`src/trans_isa_pkg.sv`:
```
`default_nettype none

// transport instruction set.
package trans_isa_pkg;

  // opcode field width.
  localparam int OP_W = 3;

  // compact transport opcodes.
  typedef enum logic [OP_W-1:0] {
    OP_NOP   = 3'd0,
    OP_MOVE  = 3'd1,
    OP_SWAP  = 3'd2,
    OP_LOAD  = 3'd3,
    OP_MERGE = 3'd4
  } trans_op_e;

endpackage : trans_isa_pkg

`default_nettype wire

```
`src/trans_pkg.sv`:
```
`default_nettype none

// datapath sizes for the eight-lane transport unit.
package trans_pkg;

  // one 32-bit word per lane.
  localparam int NUM_LANES = 8;
  localparam int DATA_W    = 32;

  // lane index width for NUM_LANES lanes.
  localparam int LANE_W    = 3;

  // isel bits [7:0] enable lanes onto fan 0 and bits [15:8] onto fan 1.
  // osel bits [7:0] are lane write enables and bits [15:8] pick fan 0 when set.
  localparam int SEL_W     = 2 * NUM_LANES;

endpackage : trans_pkg

`default_nettype wire
```
`src/trans_unit.sv`:
```
`timescale 1ns/1ps
`default_nettype none

module trans_unit (
  input  logic                           CLK,
  input  logic                           RST,
  input  logic                           instr_valid,
  input  trans_isa_pkg::trans_op_e       instr_op,
  input  logic [trans_pkg::LANE_W-1:0]    instr_a,
  input  logic [trans_pkg::LANE_W-1:0]    instr_b,
  input  logic [trans_pkg::NUM_LANES-1:0] instr_mask,
  input  logic [trans_pkg::DATA_W-1:0]    load_data,
  input  logic [trans_pkg::LANE_W-1:0]    read_lane,
  output logic [trans_pkg::DATA_W-1:0]    read_data
);

  import trans_pkg::*;

  logic [SEL_W-1:0]  isel;
  logic [SEL_W-1:0]  osel;
  logic              load_en;
  logic [LANE_W-1:0] load_lane;
  logic [DATA_W-1:0] load_word;

  logic [DATA_W-1:0] in_0;
  logic [DATA_W-1:0] in_1;
  logic [DATA_W-1:0] in_2;
  logic [DATA_W-1:0] in_3;
  logic [DATA_W-1:0] in_4;
  logic [DATA_W-1:0] in_5;
  logic [DATA_W-1:0] in_6;
  logic [DATA_W-1:0] in_7;
  logic [DATA_W-1:0] out_0;
  logic [DATA_W-1:0] out_1;
  logic [DATA_W-1:0] out_2;
  logic [DATA_W-1:0] out_3;
  logic [DATA_W-1:0] out_4;
  logic [DATA_W-1:0] out_5;
  logic [DATA_W-1:0] out_6;
  logic [DATA_W-1:0] out_7;

  trans_decode i_decode (
    .CLK         (CLK),
    .RST         (RST),
    .instr_valid (instr_valid),
    .instr_op    (instr_op),
    .instr_a     (instr_a),
    .instr_b     (instr_b),
    .instr_mask  (instr_mask),
    .load_data   (load_data),
    .isel        (isel),
    .osel        (osel),
    .load_en     (load_en),
    .load_lane   (load_lane),
    .load_word   (load_word)
  );

  // lane registers live in the core; outputs loop back through lane io.
  trans_core i_core (
    .CLK   (CLK),
    .RST   (RST),
    .in_0  (in_0),
    .in_1  (in_1),
    .in_2  (in_2),
    .in_3  (in_3),
    .in_4  (in_4),
    .in_5  (in_5),
    .in_6  (in_6),
    .in_7  (in_7),
    .isel  (isel),
    .osel  (osel),
    .out_0 (out_0),
    .out_1 (out_1),
    .out_2 (out_2),
    .out_3 (out_3),
    .out_4 (out_4),
    .out_5 (out_5),
    .out_6 (out_6),
    .out_7 (out_7)
  );

  trans_lane_io i_lane_io (
    .out_0     (out_0),
    .out_1     (out_1),
    .out_2     (out_2),
    .out_3     (out_3),
    .out_4     (out_4),
    .out_5     (out_5),
    .out_6     (out_6),
    .out_7     (out_7),
    .load_en   (load_en),
    .load_lane (load_lane),
    .load_word (load_word),
    .read_lane (read_lane),
    .in_0      (in_0),
    .in_1      (in_1),
    .in_2      (in_2),
    .in_3      (in_3),
    .in_4      (in_4),
    .in_5      (in_5),
    .in_6      (in_6),
    .in_7      (in_7),
    .read_data (read_data)
  );

endmodule : trans_unit

`default_nettype wire

```
`src/trans_lane_io.sv`:
```
`timescale 1ns/1ps
`default_nettype none

module trans_lane_io (
  input  logic [trans_pkg::DATA_W-1:0] out_0,
  input  logic [trans_pkg::DATA_W-1:0] out_1,
  input  logic [trans_pkg::DATA_W-1:0] out_2,
  input  logic [trans_pkg::DATA_W-1:0] out_3,
  input  logic [trans_pkg::DATA_W-1:0] out_4,
  input  logic [trans_pkg::DATA_W-1:0] out_5,
  input  logic [trans_pkg::DATA_W-1:0] out_6,
  input  logic [trans_pkg::DATA_W-1:0] out_7,
  input  logic                        load_en,
  input  logic [trans_pkg::LANE_W-1:0] load_lane,
  input  logic [trans_pkg::DATA_W-1:0] load_word,
  input  logic [trans_pkg::LANE_W-1:0] read_lane,
  output logic [trans_pkg::DATA_W-1:0] in_0,
  output logic [trans_pkg::DATA_W-1:0] in_1,
  output logic [trans_pkg::DATA_W-1:0] in_2,
  output logic [trans_pkg::DATA_W-1:0] in_3,
  output logic [trans_pkg::DATA_W-1:0] in_4,
  output logic [trans_pkg::DATA_W-1:0] in_5,
  output logic [trans_pkg::DATA_W-1:0] in_6,
  output logic [trans_pkg::DATA_W-1:0] in_7,
  output logic [trans_pkg::DATA_W-1:0] read_data
);

  import trans_pkg::*;

  logic [DATA_W-1:0]    lane_arr [NUM_LANES];
  logic [DATA_W-1:0]    feed_arr [NUM_LANES];
  logic [NUM_LANES-1:0] sub_vec;

  assign lane_arr[0] = out_0;
  assign lane_arr[1] = out_1;
  assign lane_arr[2] = out_2;
  assign lane_arr[3] = out_3;
  assign lane_arr[4] = out_4;
  assign lane_arr[5] = out_5;
  assign lane_arr[6] = out_6;
  assign lane_arr[7] = out_7;

  // feed lanes back, load word in place of the load lane.
  always_comb
  begin
    for (int i = 0; i < NUM_LANES; i++)
    begin
      sub_vec[i]  = load_en && (load_lane == LANE_W'(i));
      feed_arr[i] = sub_vec[i] ? load_word : lane_arr[i];
    end
  end

  assign in_0 = feed_arr[0];
  assign in_1 = feed_arr[1];
  assign in_2 = feed_arr[2];
  assign in_3 = feed_arr[3];
  assign in_4 = feed_arr[4];
  assign in_5 = feed_arr[5];
  assign in_6 = feed_arr[6];
  assign in_7 = feed_arr[7];

  // read port straight from the lane registers.
  assign read_data = lane_arr[read_lane];

  // no clock here, so sample on the unit clock.
  a_one_sub: assert property (@(posedge trans_unit.CLK) disable iff (!trans_unit.RST)
    $onehot0(sub_vec))
    else $error("more than one lane substituted with load data");

endmodule : trans_lane_io

`default_nettype wire

```
`src/trans_core.sv`:
```
`timescale 1ns/1ps
`default_nettype none

module trans_core (
  input  logic                        CLK,
  input  logic                        RST,
  input  logic [trans_pkg::DATA_W-1:0] in_0,
  input  logic [trans_pkg::DATA_W-1:0] in_1,
  input  logic [trans_pkg::DATA_W-1:0] in_2,
  input  logic [trans_pkg::DATA_W-1:0] in_3,
  input  logic [trans_pkg::DATA_W-1:0] in_4,
  input  logic [trans_pkg::DATA_W-1:0] in_5,
  input  logic [trans_pkg::DATA_W-1:0] in_6,
  input  logic [trans_pkg::DATA_W-1:0] in_7,
  input  logic [trans_pkg::SEL_W-1:0]  isel,
  input  logic [trans_pkg::SEL_W-1:0]  osel,
  output logic [trans_pkg::DATA_W-1:0] out_0,
  output logic [trans_pkg::DATA_W-1:0] out_1,
  output logic [trans_pkg::DATA_W-1:0] out_2,
  output logic [trans_pkg::DATA_W-1:0] out_3,
  output logic [trans_pkg::DATA_W-1:0] out_4,
  output logic [trans_pkg::DATA_W-1:0] out_5,
  output logic [trans_pkg::DATA_W-1:0] out_6,
  output logic [trans_pkg::DATA_W-1:0] out_7
);

  import trans_pkg::*;

  logic [DATA_W-1:0]    in_arr [NUM_LANES];
  logic [DATA_W-1:0]    lane_q [NUM_LANES];
  logic [DATA_W-1:0]    fan_0;
  logic [DATA_W-1:0]    fan_1;
  logic [DATA_W-1:0]    fan_or_0;
  logic [DATA_W-1:0]    fan_or_1;
  logic [NUM_LANES-1:0] wr_en;
  logic [NUM_LANES-1:0] pick_0;

  assign in_arr[0] = in_0;
  assign in_arr[1] = in_1;
  assign in_arr[2] = in_2;
  assign in_arr[3] = in_3;
  assign in_arr[4] = in_4;
  assign in_arr[5] = in_5;
  assign in_arr[6] = in_6;
  assign in_arr[7] = in_7;

  assign wr_en  = osel[NUM_LANES-1:0];
  assign pick_0 = osel[SEL_W-1:NUM_LANES];

  // each fan is the OR of its enabled lanes.
  always_comb
  begin
    fan_or_0 = '0;
    fan_or_1 = '0;
    for (int i = 0; i < NUM_LANES; i++)
    begin
      fan_or_0 = fan_or_0 | ({DATA_W{isel[i]}} & in_arr[i]);
      fan_or_1 = fan_or_1 | ({DATA_W{isel[NUM_LANES + i]}} & in_arr[i]);
    end
  end

  // fans capture every cycle; lanes only when enabled.
  always_ff @(posedge CLK)
  begin
    if (!RST)
    begin
      fan_0 <= '0;
      fan_1 <= '0;
      for (int i = 0; i < NUM_LANES; i++)
        lane_q[i] <= '0;
    end
    else
    begin
      fan_0 <= fan_or_0;
      fan_1 <= fan_or_1;
      for (int i = 0; i < NUM_LANES; i++)
      begin
        if (wr_en[i])
          lane_q[i] <= pick_0[i] ? fan_0 : fan_1;
      end
    end
  end

  assign out_0 = lane_q[0];
  assign out_1 = lane_q[1];
  assign out_2 = lane_q[2];
  assign out_3 = lane_q[3];
  assign out_4 = lane_q[4];
  assign out_5 = lane_q[5];
  assign out_6 = lane_q[6];
  assign out_7 = lane_q[7];

  // decode only picks a fan for a lane it is writing.
  a_pick_needs_write: assert property (@(posedge CLK) disable iff (!RST)
    (pick_0 & ~wr_en) == '0)
    else $error("fan choice set on a lane without write enable");

endmodule : trans_core

`default_nettype wire

```
`src/trans_decode.sv`:
```
`timescale 1ns/1ps
`default_nettype none

module trans_decode (
  input  logic                           CLK,
  input  logic                           RST,
  input  logic                           instr_valid,
  input  trans_isa_pkg::trans_op_e       instr_op,
  input  logic [trans_pkg::LANE_W-1:0]    instr_a,
  input  logic [trans_pkg::LANE_W-1:0]    instr_b,
  input  logic [trans_pkg::NUM_LANES-1:0] instr_mask,
  input  logic [trans_pkg::DATA_W-1:0]    load_data,
  output logic [trans_pkg::SEL_W-1:0]     isel,
  output logic [trans_pkg::SEL_W-1:0]     osel,
  output logic                           load_en,
  output logic [trans_pkg::LANE_W-1:0]    load_lane,
  output logic [trans_pkg::DATA_W-1:0]    load_word
);

  import trans_pkg::*;
  import trans_isa_pkg::*;

  logic                 valid_q;
  trans_op_e            op_q;
  logic [LANE_W-1:0]    a_q;
  logic [LANE_W-1:0]    b_q;
  logic [NUM_LANES-1:0] mask_q;
  logic [DATA_W-1:0]    data_q;

  logic [SEL_W-1:0]     isel_d;
  logic [SEL_W-1:0]     osel_d;
  logic [SEL_W-1:0]     osel_q;

  // stage one control.
  always_ff @(posedge CLK)
  begin
    if (!RST)
    begin
      valid_q <= 1'b0;
      op_q    <= OP_NOP;
    end
    else
    begin
      valid_q <= instr_valid;
      op_q    <= instr_op;
    end
  end

  // stage one operands are only taken with a valid instruction.
  always_ff @(posedge CLK)
  begin
    if (instr_valid)
    begin
      a_q    <= instr_a;
      b_q    <= instr_b;
      mask_q <= instr_mask;
      data_q <= load_data;
    end
  end

  // expand the held instruction into both select words.
  always_comb
  begin
    isel_d = '0;
    osel_d = '0;
    if (valid_q)
    begin
      case (op_q)
        OP_MOVE:
        begin
          isel_d[a_q]                  = 1'b1;
          osel_d[NUM_LANES-1:0]        = mask_q;
          osel_d[SEL_W-1:NUM_LANES]    = mask_q;
        end
        OP_SWAP:
        begin
          // a == b would be a no-op, so leave selects clear.
          if (a_q != b_q)
          begin
            isel_d[a_q]                = 1'b1;
            isel_d[NUM_LANES + b_q]    = 1'b1;
            osel_d[a_q]                = 1'b1;
            osel_d[b_q]                = 1'b1;
            osel_d[NUM_LANES + b_q]    = 1'b1;
          end
        end
        OP_LOAD:
        begin
          // lane io swaps load_word into lane a's input.
          isel_d[a_q]                  = 1'b1;
          osel_d[a_q]                  = 1'b1;
          osel_d[NUM_LANES + a_q]      = 1'b1;
        end
        OP_MERGE:
        begin
          isel_d[NUM_LANES-1:0]        = mask_q;
          osel_d[a_q]                  = 1'b1;
          osel_d[NUM_LANES + a_q]      = 1'b1;
        end
        default:
        begin
          isel_d = '0;
          osel_d = '0;
        end
      endcase
    end
  end

  // stage two delays osel to match the fan capture.
  always_ff @(posedge CLK)
  begin
    if (!RST)
      osel_q <= '0;
    else
      osel_q <= osel_d;
  end

  assign isel      = isel_d;
  assign osel      = osel_q;
  assign load_en   = valid_q && (op_q == OP_LOAD);
  assign load_lane = a_q;
  assign load_word = data_q;

  // a write needs fans captured the cycle before; a merge of nothing writes zero.
  a_osel_after_isel: assert property (@(posedge CLK) disable iff (!RST)
    (osel != '0) |-> $past((isel != '0) || (op_q == OP_MERGE)))
    else $error("osel set without a preceding fan capture");

endmodule : trans_decode

`default_nettype wire

```
`config.mk`:
```
export PLATFORM = sky130hd
export DESIGN_NAME = trans_unit
export DESIGN_NICKNAME = d
export VERILOG_FILES = /design/src/trans_isa_pkg.sv /design/src/trans_pkg.sv /design/src/trans_unit.sv /design/src/trans_lane_io.sv /design/src/trans_core.sv /design/src/trans_decode.sv
export SDC_FILE = /design/constraint.sdc
export NUM_CORES = 1
export LEC_CHECK = 0
export ABC_AREA = 1
export BUFFER_PORTS_ARGS = -buffer_cell sky130_fd_sc_hd__buf_2
export CORE_ASPECT_RATIO = 0.5
export CORE_MARGIN = 2
export CORE_UTILIZATION = 40
export DETAILED_ROUTE_END_ITERATION = 12
export HOLD_SLACK_MARGIN = 0.05
export PLACE_DENSITY = 0.65
export SLEW_MARGIN = 20
export SYNTH_ARGS = -nofsm -noshare
export SYNTH_HDL_FRONTEND = slang
export SYNTH_HIERARCHICAL = 1
export SYNTH_SLANG_ARGS = --single-unit
```
`constraint.sdc`:
```
create_clock -name CLK -period 4.65 [get_ports CLK]
set_input_delay 0 -clock CLK [delete_from_list [all_inputs] [get_ports CLK]]
set_output_delay 0 -clock CLK [all_outputs]
set_load 0.005 [all_outputs]
```
# Word-level counts from Yosys, hierarchy flattened
# Memories as Yosys holds them, arrays and structs flattened.
# Index checks and enable logic that the tools add are counted.
# word_totals
input_bits	55
mem_count	1
out_inout_bits	32
ramBits	256
elab_cells	159
reg_bits	130
# classes
n_addsub	2
reduce_logical	17
n_lt_le_gt_ge	9
eq_ne	12
n_mux	66
bitwise_logic	43
# mem_list
name	depth	word_bits	rd	rd_clocked_by_memory_dff	wr	line_no	rtl
i_core.lane_q	8	32	8	0	8	trans_core.sv:30	logic [DATA_W-1:0] lane_q [NUM_LANES];
# ops
operator	n
32-bit two-way mux	26
32-bit bitwise AND	16
32-bit bitwise OR	14
32-bit binary-select mux with 3-bit select	1
32-bit by 1-bit >= comparator with 1-bit output, second input constant	2
32-bit by 5-bit less-than comparator with 1-bit output, second input constant	2
16-bit two-way mux	3
16-bit case mux with 3 select lines	1
8-bit by 16-bit bitwise OR with 16-bit output	2
1-bit two-way mux	29
8-bit case mux with 3 select lines	1
16-bit bitwise OR	1
3-bit equality test, second input constant	5
1-bit logical AND	13
3-bit by 2-bit equality test with 1-bit output, second input constant	4
4-bit by 3-bit adder with 5-bit output, first input constant	2
3-bit by 5-bit less-than comparator with 1-bit output, second input constant	2
1-bit demux with 4-bit select	2
8-bit two-way mux	1
1-bit bitwise OR	8
8-bit bitwise OR	1
1-bit demux with 3-bit select	2
3-bit by 1-bit equality test with 1-bit output, second input constant	2
3-bit by 1-bit >= comparator with 1-bit output, second input constant	2
other kinds (6)	7

# Logic depth before layout (Yosys ltp)
# depth
depth_word	17
ltp_mapped	13
depth_no_buf	12

# Hierarchy
# The synthesis kept the hierarchy.
# by_module_without_submodules
mod	cells_per_inst	seq_area_each_um2	area_per_inst_um2	instances
trans_core	2040	8968.6	16420.7	1
trans_lane_io	1460	0.0	6055.8	1
trans_decode	245	1781.7	2610.0	1

# Worst setup path after synthesis
# No wires, ideal clock.
# synth_timing
path_type	reg-to-reg
start	register i_decode.valid_q
end	register i_core.fan_1[10]
path_buffers	2
path_slack_ns	2.683
setup_time_ns	0.132
t_required_ns	4.518
arrival_time_ns	1.834
synth_period_minus_slack_ns	1.967
stages_incl_launch_ff	14
cell_sequence	dfxtp_1 clkinv_1 clkbuf_1 nor2_1 inv_1 nor2_4 nand2_1 clkbuf_1 nand2_1 o21ai_0 nand2_1 nand2_1 nor2_1 a21oi_1
# synth_via
elab_chain_len	11
elab_cells_between_ends	33
cone_classes	mux: 9; bitwise: 15; reduce/logical: 9
# synth_rtl
item	line_no	rtl
start, declared	trans_decode.sv:23	logic valid_q;
start signal, assigned	trans_decode.sv:44	valid_q <= instr_valid;
1-bit logical AND	trans_decode.sv:120	assign load_en = valid_q && (op_q == OP_LOAD);
named net load_en	trans_unit.sv:21	logic load_en;
1-bit logical AND	trans_lane_io.sv:48	sub_vec[i] = load_en && (load_lane == LANE_W'(i));
32-bit two-way mux	trans_lane_io.sv:49	feed_arr[i] = sub_vec[i] ? load_word : lane_arr[i];
named net in_0[10]	trans_unit.sv:25	logic [DATA_W-1:0] in_0;
32-bit bitwise AND	trans_core.sv:58	fan_or_1 = fan_or_1 | ({DATA_W{isel[NUM_LANES + i]}} & in_arr[i]);
32-bit bitwise OR (7 in series)	trans_core.sv:58	
end signal, assigned	trans_core.sv:75	fan_1 <= fan_or_1;
end, declared	trans_core.sv:32	logic [DATA_W-1:0] fan_1;
# The timed path passes the listed nets, and every way through them passes these cells.
# A chain may end at the register's enable or synchronous reset.

# Worst setup path in the final report
# layout_timing
start	register i_decode.valid_q
end	register i_core.fan_0[15]
# layout_via
elab_cells_between_ends	33
cone_classes	mux: 9; bitwise: 15; reduce/logical: 9
# layout_lines
item	line_no	rtl
1-bit logical AND	trans_decode.sv:120	
named net load_en	trans_unit.sv:21	
1-bit logical AND	trans_lane_io.sv:48	
32-bit two-way mux	trans_lane_io.sv:49	
named net in_3[15]	trans_unit.sv:28	logic [DATA_W-1:0] in_3;
32-bit bitwise AND	trans_core.sv:57	fan_or_0 = fan_or_0 | ({DATA_W{isel[i]}} & in_arr[i]);
32-bit bitwise OR (5 in series)	trans_core.sv:57	
end signal, assigned	trans_core.sv:74	fan_0 <= fan_or_0;
end, declared	trans_core.sv:31	logic [DATA_W-1:0] fan_0;
# The timed path passes the listed nets, and every way through them passes these cells.

==> flow_summary.ini <==
[sta]
fmax_mhz = 317
hold_viol = 0
slew_violations = 0
fin_setup_tns_ps = 0
fin_crit_sh_pct = 67.9
final.setup_skew_ps = 21.4
slew_headroom_pct = 14.7
setup_viol = 0
worstMarginPinSlew_ps = 1280
worst_hold_slack_ps = 143
rsz0062_at_grt = false
fin_crit_ps = 3160

[floorplanning]
die_area_um2 = 64900
fp.dieW_um = 358
core_area_um2 = 61600
std_cell_rows = 64
start_util_pct = 40.7
die_y_um = 181
boundaryPins = 87

[grt]
overflow = 0
antenna_found_initial = 0
grt_pass1_vias = 24000
grt_pass1_wl_mm = 151
track_usage_pct = 31.4
grt_max_degree = 75

[yosys]
synth_top_area_cell = edfxtp_1
yosysMostFrequentCell = nand2_1
avgSynthCellArea_um2 = 6.70
netlist_area_um2 = 25100
synth-seq-cells = 386
synth.area.top_cells = edfxtp_1 (36%), nand2_1 (24%), o21ai_0 (8.4%)
synth_commonest_cells = nand2_1 (1572), o21ai_0 (421), inv_1 (364)
synthArstFlopShare_pct = 0
ys_seq_area_share_pct = 42.9
synth.distinct_cells = 32
syn_inst = 3745
netlist.area_leader.share_pct = 36.1
yosys_warnings = 6
ys.flop_type = edfxtp_1
synth_enable_flop_cells = 302
syn_nets = 3800

[worst_setup_path]
start_kind = flip-flop
crit_type = reg2reg
critPathMaxFanout = 42
critPathArrivalTime_ps = 3560
worstPathRequired_ps = 5050
cp-end-kind = flip-flop

[clock_network]
clk_latency_ps = 560
clkSinkCount = 386
cts_buffers = 41
cts_tree = yes
clkTransAtPathRegs_ps = 60
post_cts_resized = 0
clockRootBuffer = clkbuf_16
clockBufferDepth = 3
cts_setup_buffers = 0
htreeDepth = 2

[pwr]
worst_ir_drop_vdd_mv = 0.236
p_per_area_nw_per_um2 = 292
p_leak_nw = 12.4

[finish]
final_area_um2 = 27800
diodes = 0
fin_util_pct = 45.1
drive_gt1_share_pct = 6.88
fin_cells = 4606
fin_nets = 3806
syn_to_final_growth_pct = 10.6

[routing]
wl_per_cell_um = 22.5
drt.antenna.violating_nets = 0
drt_pass1_iterations = 6
wl_mm = 103
drc = 0
via_per_inst = 5.69
drt-initial-drc-count = 4372
num_vias = 26200

[placed_design]
place_inst = 4484
dpl_cell_area_um2 = 26000
io_buffers = 86
gp_congestion = 0.943
hpwl_mm = 58.9

[run]
drv_cap = 0

[worst_hold_path]
hold_path.class = in2reg

[outcome]
status = completed
==> repair_timing <==
action | 4_1_cts | 5_1_grt
setup endpoints to repair | 0 | 0
hold buffers | 49 | 0
hold endpoints to repair | 49 | 0
==> layout by cell type (no fill, tap or decap), types with 3 or more instances in the layout <==
cell type and n:
clkinv_1 10, nand2_2 9, dlygate4sd3_1 49, a21oi_1 314, buf_4 58, nand3_2 3, or2_2 7, inv_4 4
nor3_1 10, dfxtp_1 82, nand2_1 1571, a21oi_4 9, clkbuf_1 14, a211oi_1 4, inv_1 360, nor2_4 10
nand2_8 4, o21ai_0 421, clkbuf_16 41, o21ai_1 50, clkinv_4 3, clkinv_2 4, nand3_1 152, nor2_1 182
edfxtp_1 302, clkbuf_8 4, buf_2 84, inv_2 7
==> registers in the layout, indices dropped and copies added (netlist names) <==
register            flops
i_core/lane_q         256
i_core/fan_0           32
i_core/fan_1           32
i_decode/load_word     32
i_decode/osel          16
i_decode/mask_q         8
i_decode/b_q            3
i_decode/load_lane      3
i_decode/op_q           3
i_decode/valid_q        1
==> metal layers <==
layer	vias up	global-route usage [%]	wire [um]
met1	11900	43.2	39200
met4	0	13.3	4960
li1	12000	-	-
met2	1938	46.3	42900
met5	-	0	0
met3	332	8.23	16400
==> final timing paths <==
check	to	cells after the start	slack [ps]	from
hold / removal	i_decode/load_word[31]	2	140	load_data[31]
setup / recovery	i_core/fan_0[15]	13	1490	i_decode/valid_q
hold reg to reg	i_core/lane_q[0][66]	2	660	i_core/fan_0[2]
setup reg to reg	i_core/fan_0[15]	13	1490	i_decode/valid_q
==> cell families after synthesis <==
| group | Yosys count | synth area share [%] |
|---|---|---|
| buffers and inverters | 608 | 10.4 |
| and+or+nand+nor | 1953 | 30.8 |
| DFF | 386 | 42.9 |
| AOI/OAI and AO/OA | 798 | 16.0 |
==> per-stage QoR <==
stage,setup WS (ps),total power (W)
floorplan,2680,0.00450
global placement,1660,0.00484
detailed placement,1660,0.00485
CTS,1670,0.00806
global route,1350,0.00833
finish,1490,0.00809
==> power breakdown <==
group          total, W  switching, W  internal (W)
sequential      0.00396      0.000101       0.00386
combinational  0.000888      0.000647      0.000241
clock           0.00325       0.00145       0.00180
==> area by class of cell <==
cell class,count,area [um2]
inverter,378,1440
clock buffer,59,1130
sequential,386,10800
multi-input combinational,2751,11900
clock inverter,14,119
tap,825,1030
fill,6155,33800
timing repair buffer,193,1390
==> critical path, cell delays in order, from the launching register on <==
cell and delay (ps):
dfxtp_1 330, clkinv_1 60, buf_4 260, nor2_1 190, inv_1 90, nor2_4 150, nand3_2 650, buf_4 620
nand2_1 120, o21ai_0 130, nand2_1 100, nand2_1 50, nor2_1 130, a21oi_1 80
(Power assumes the default switching activity.)
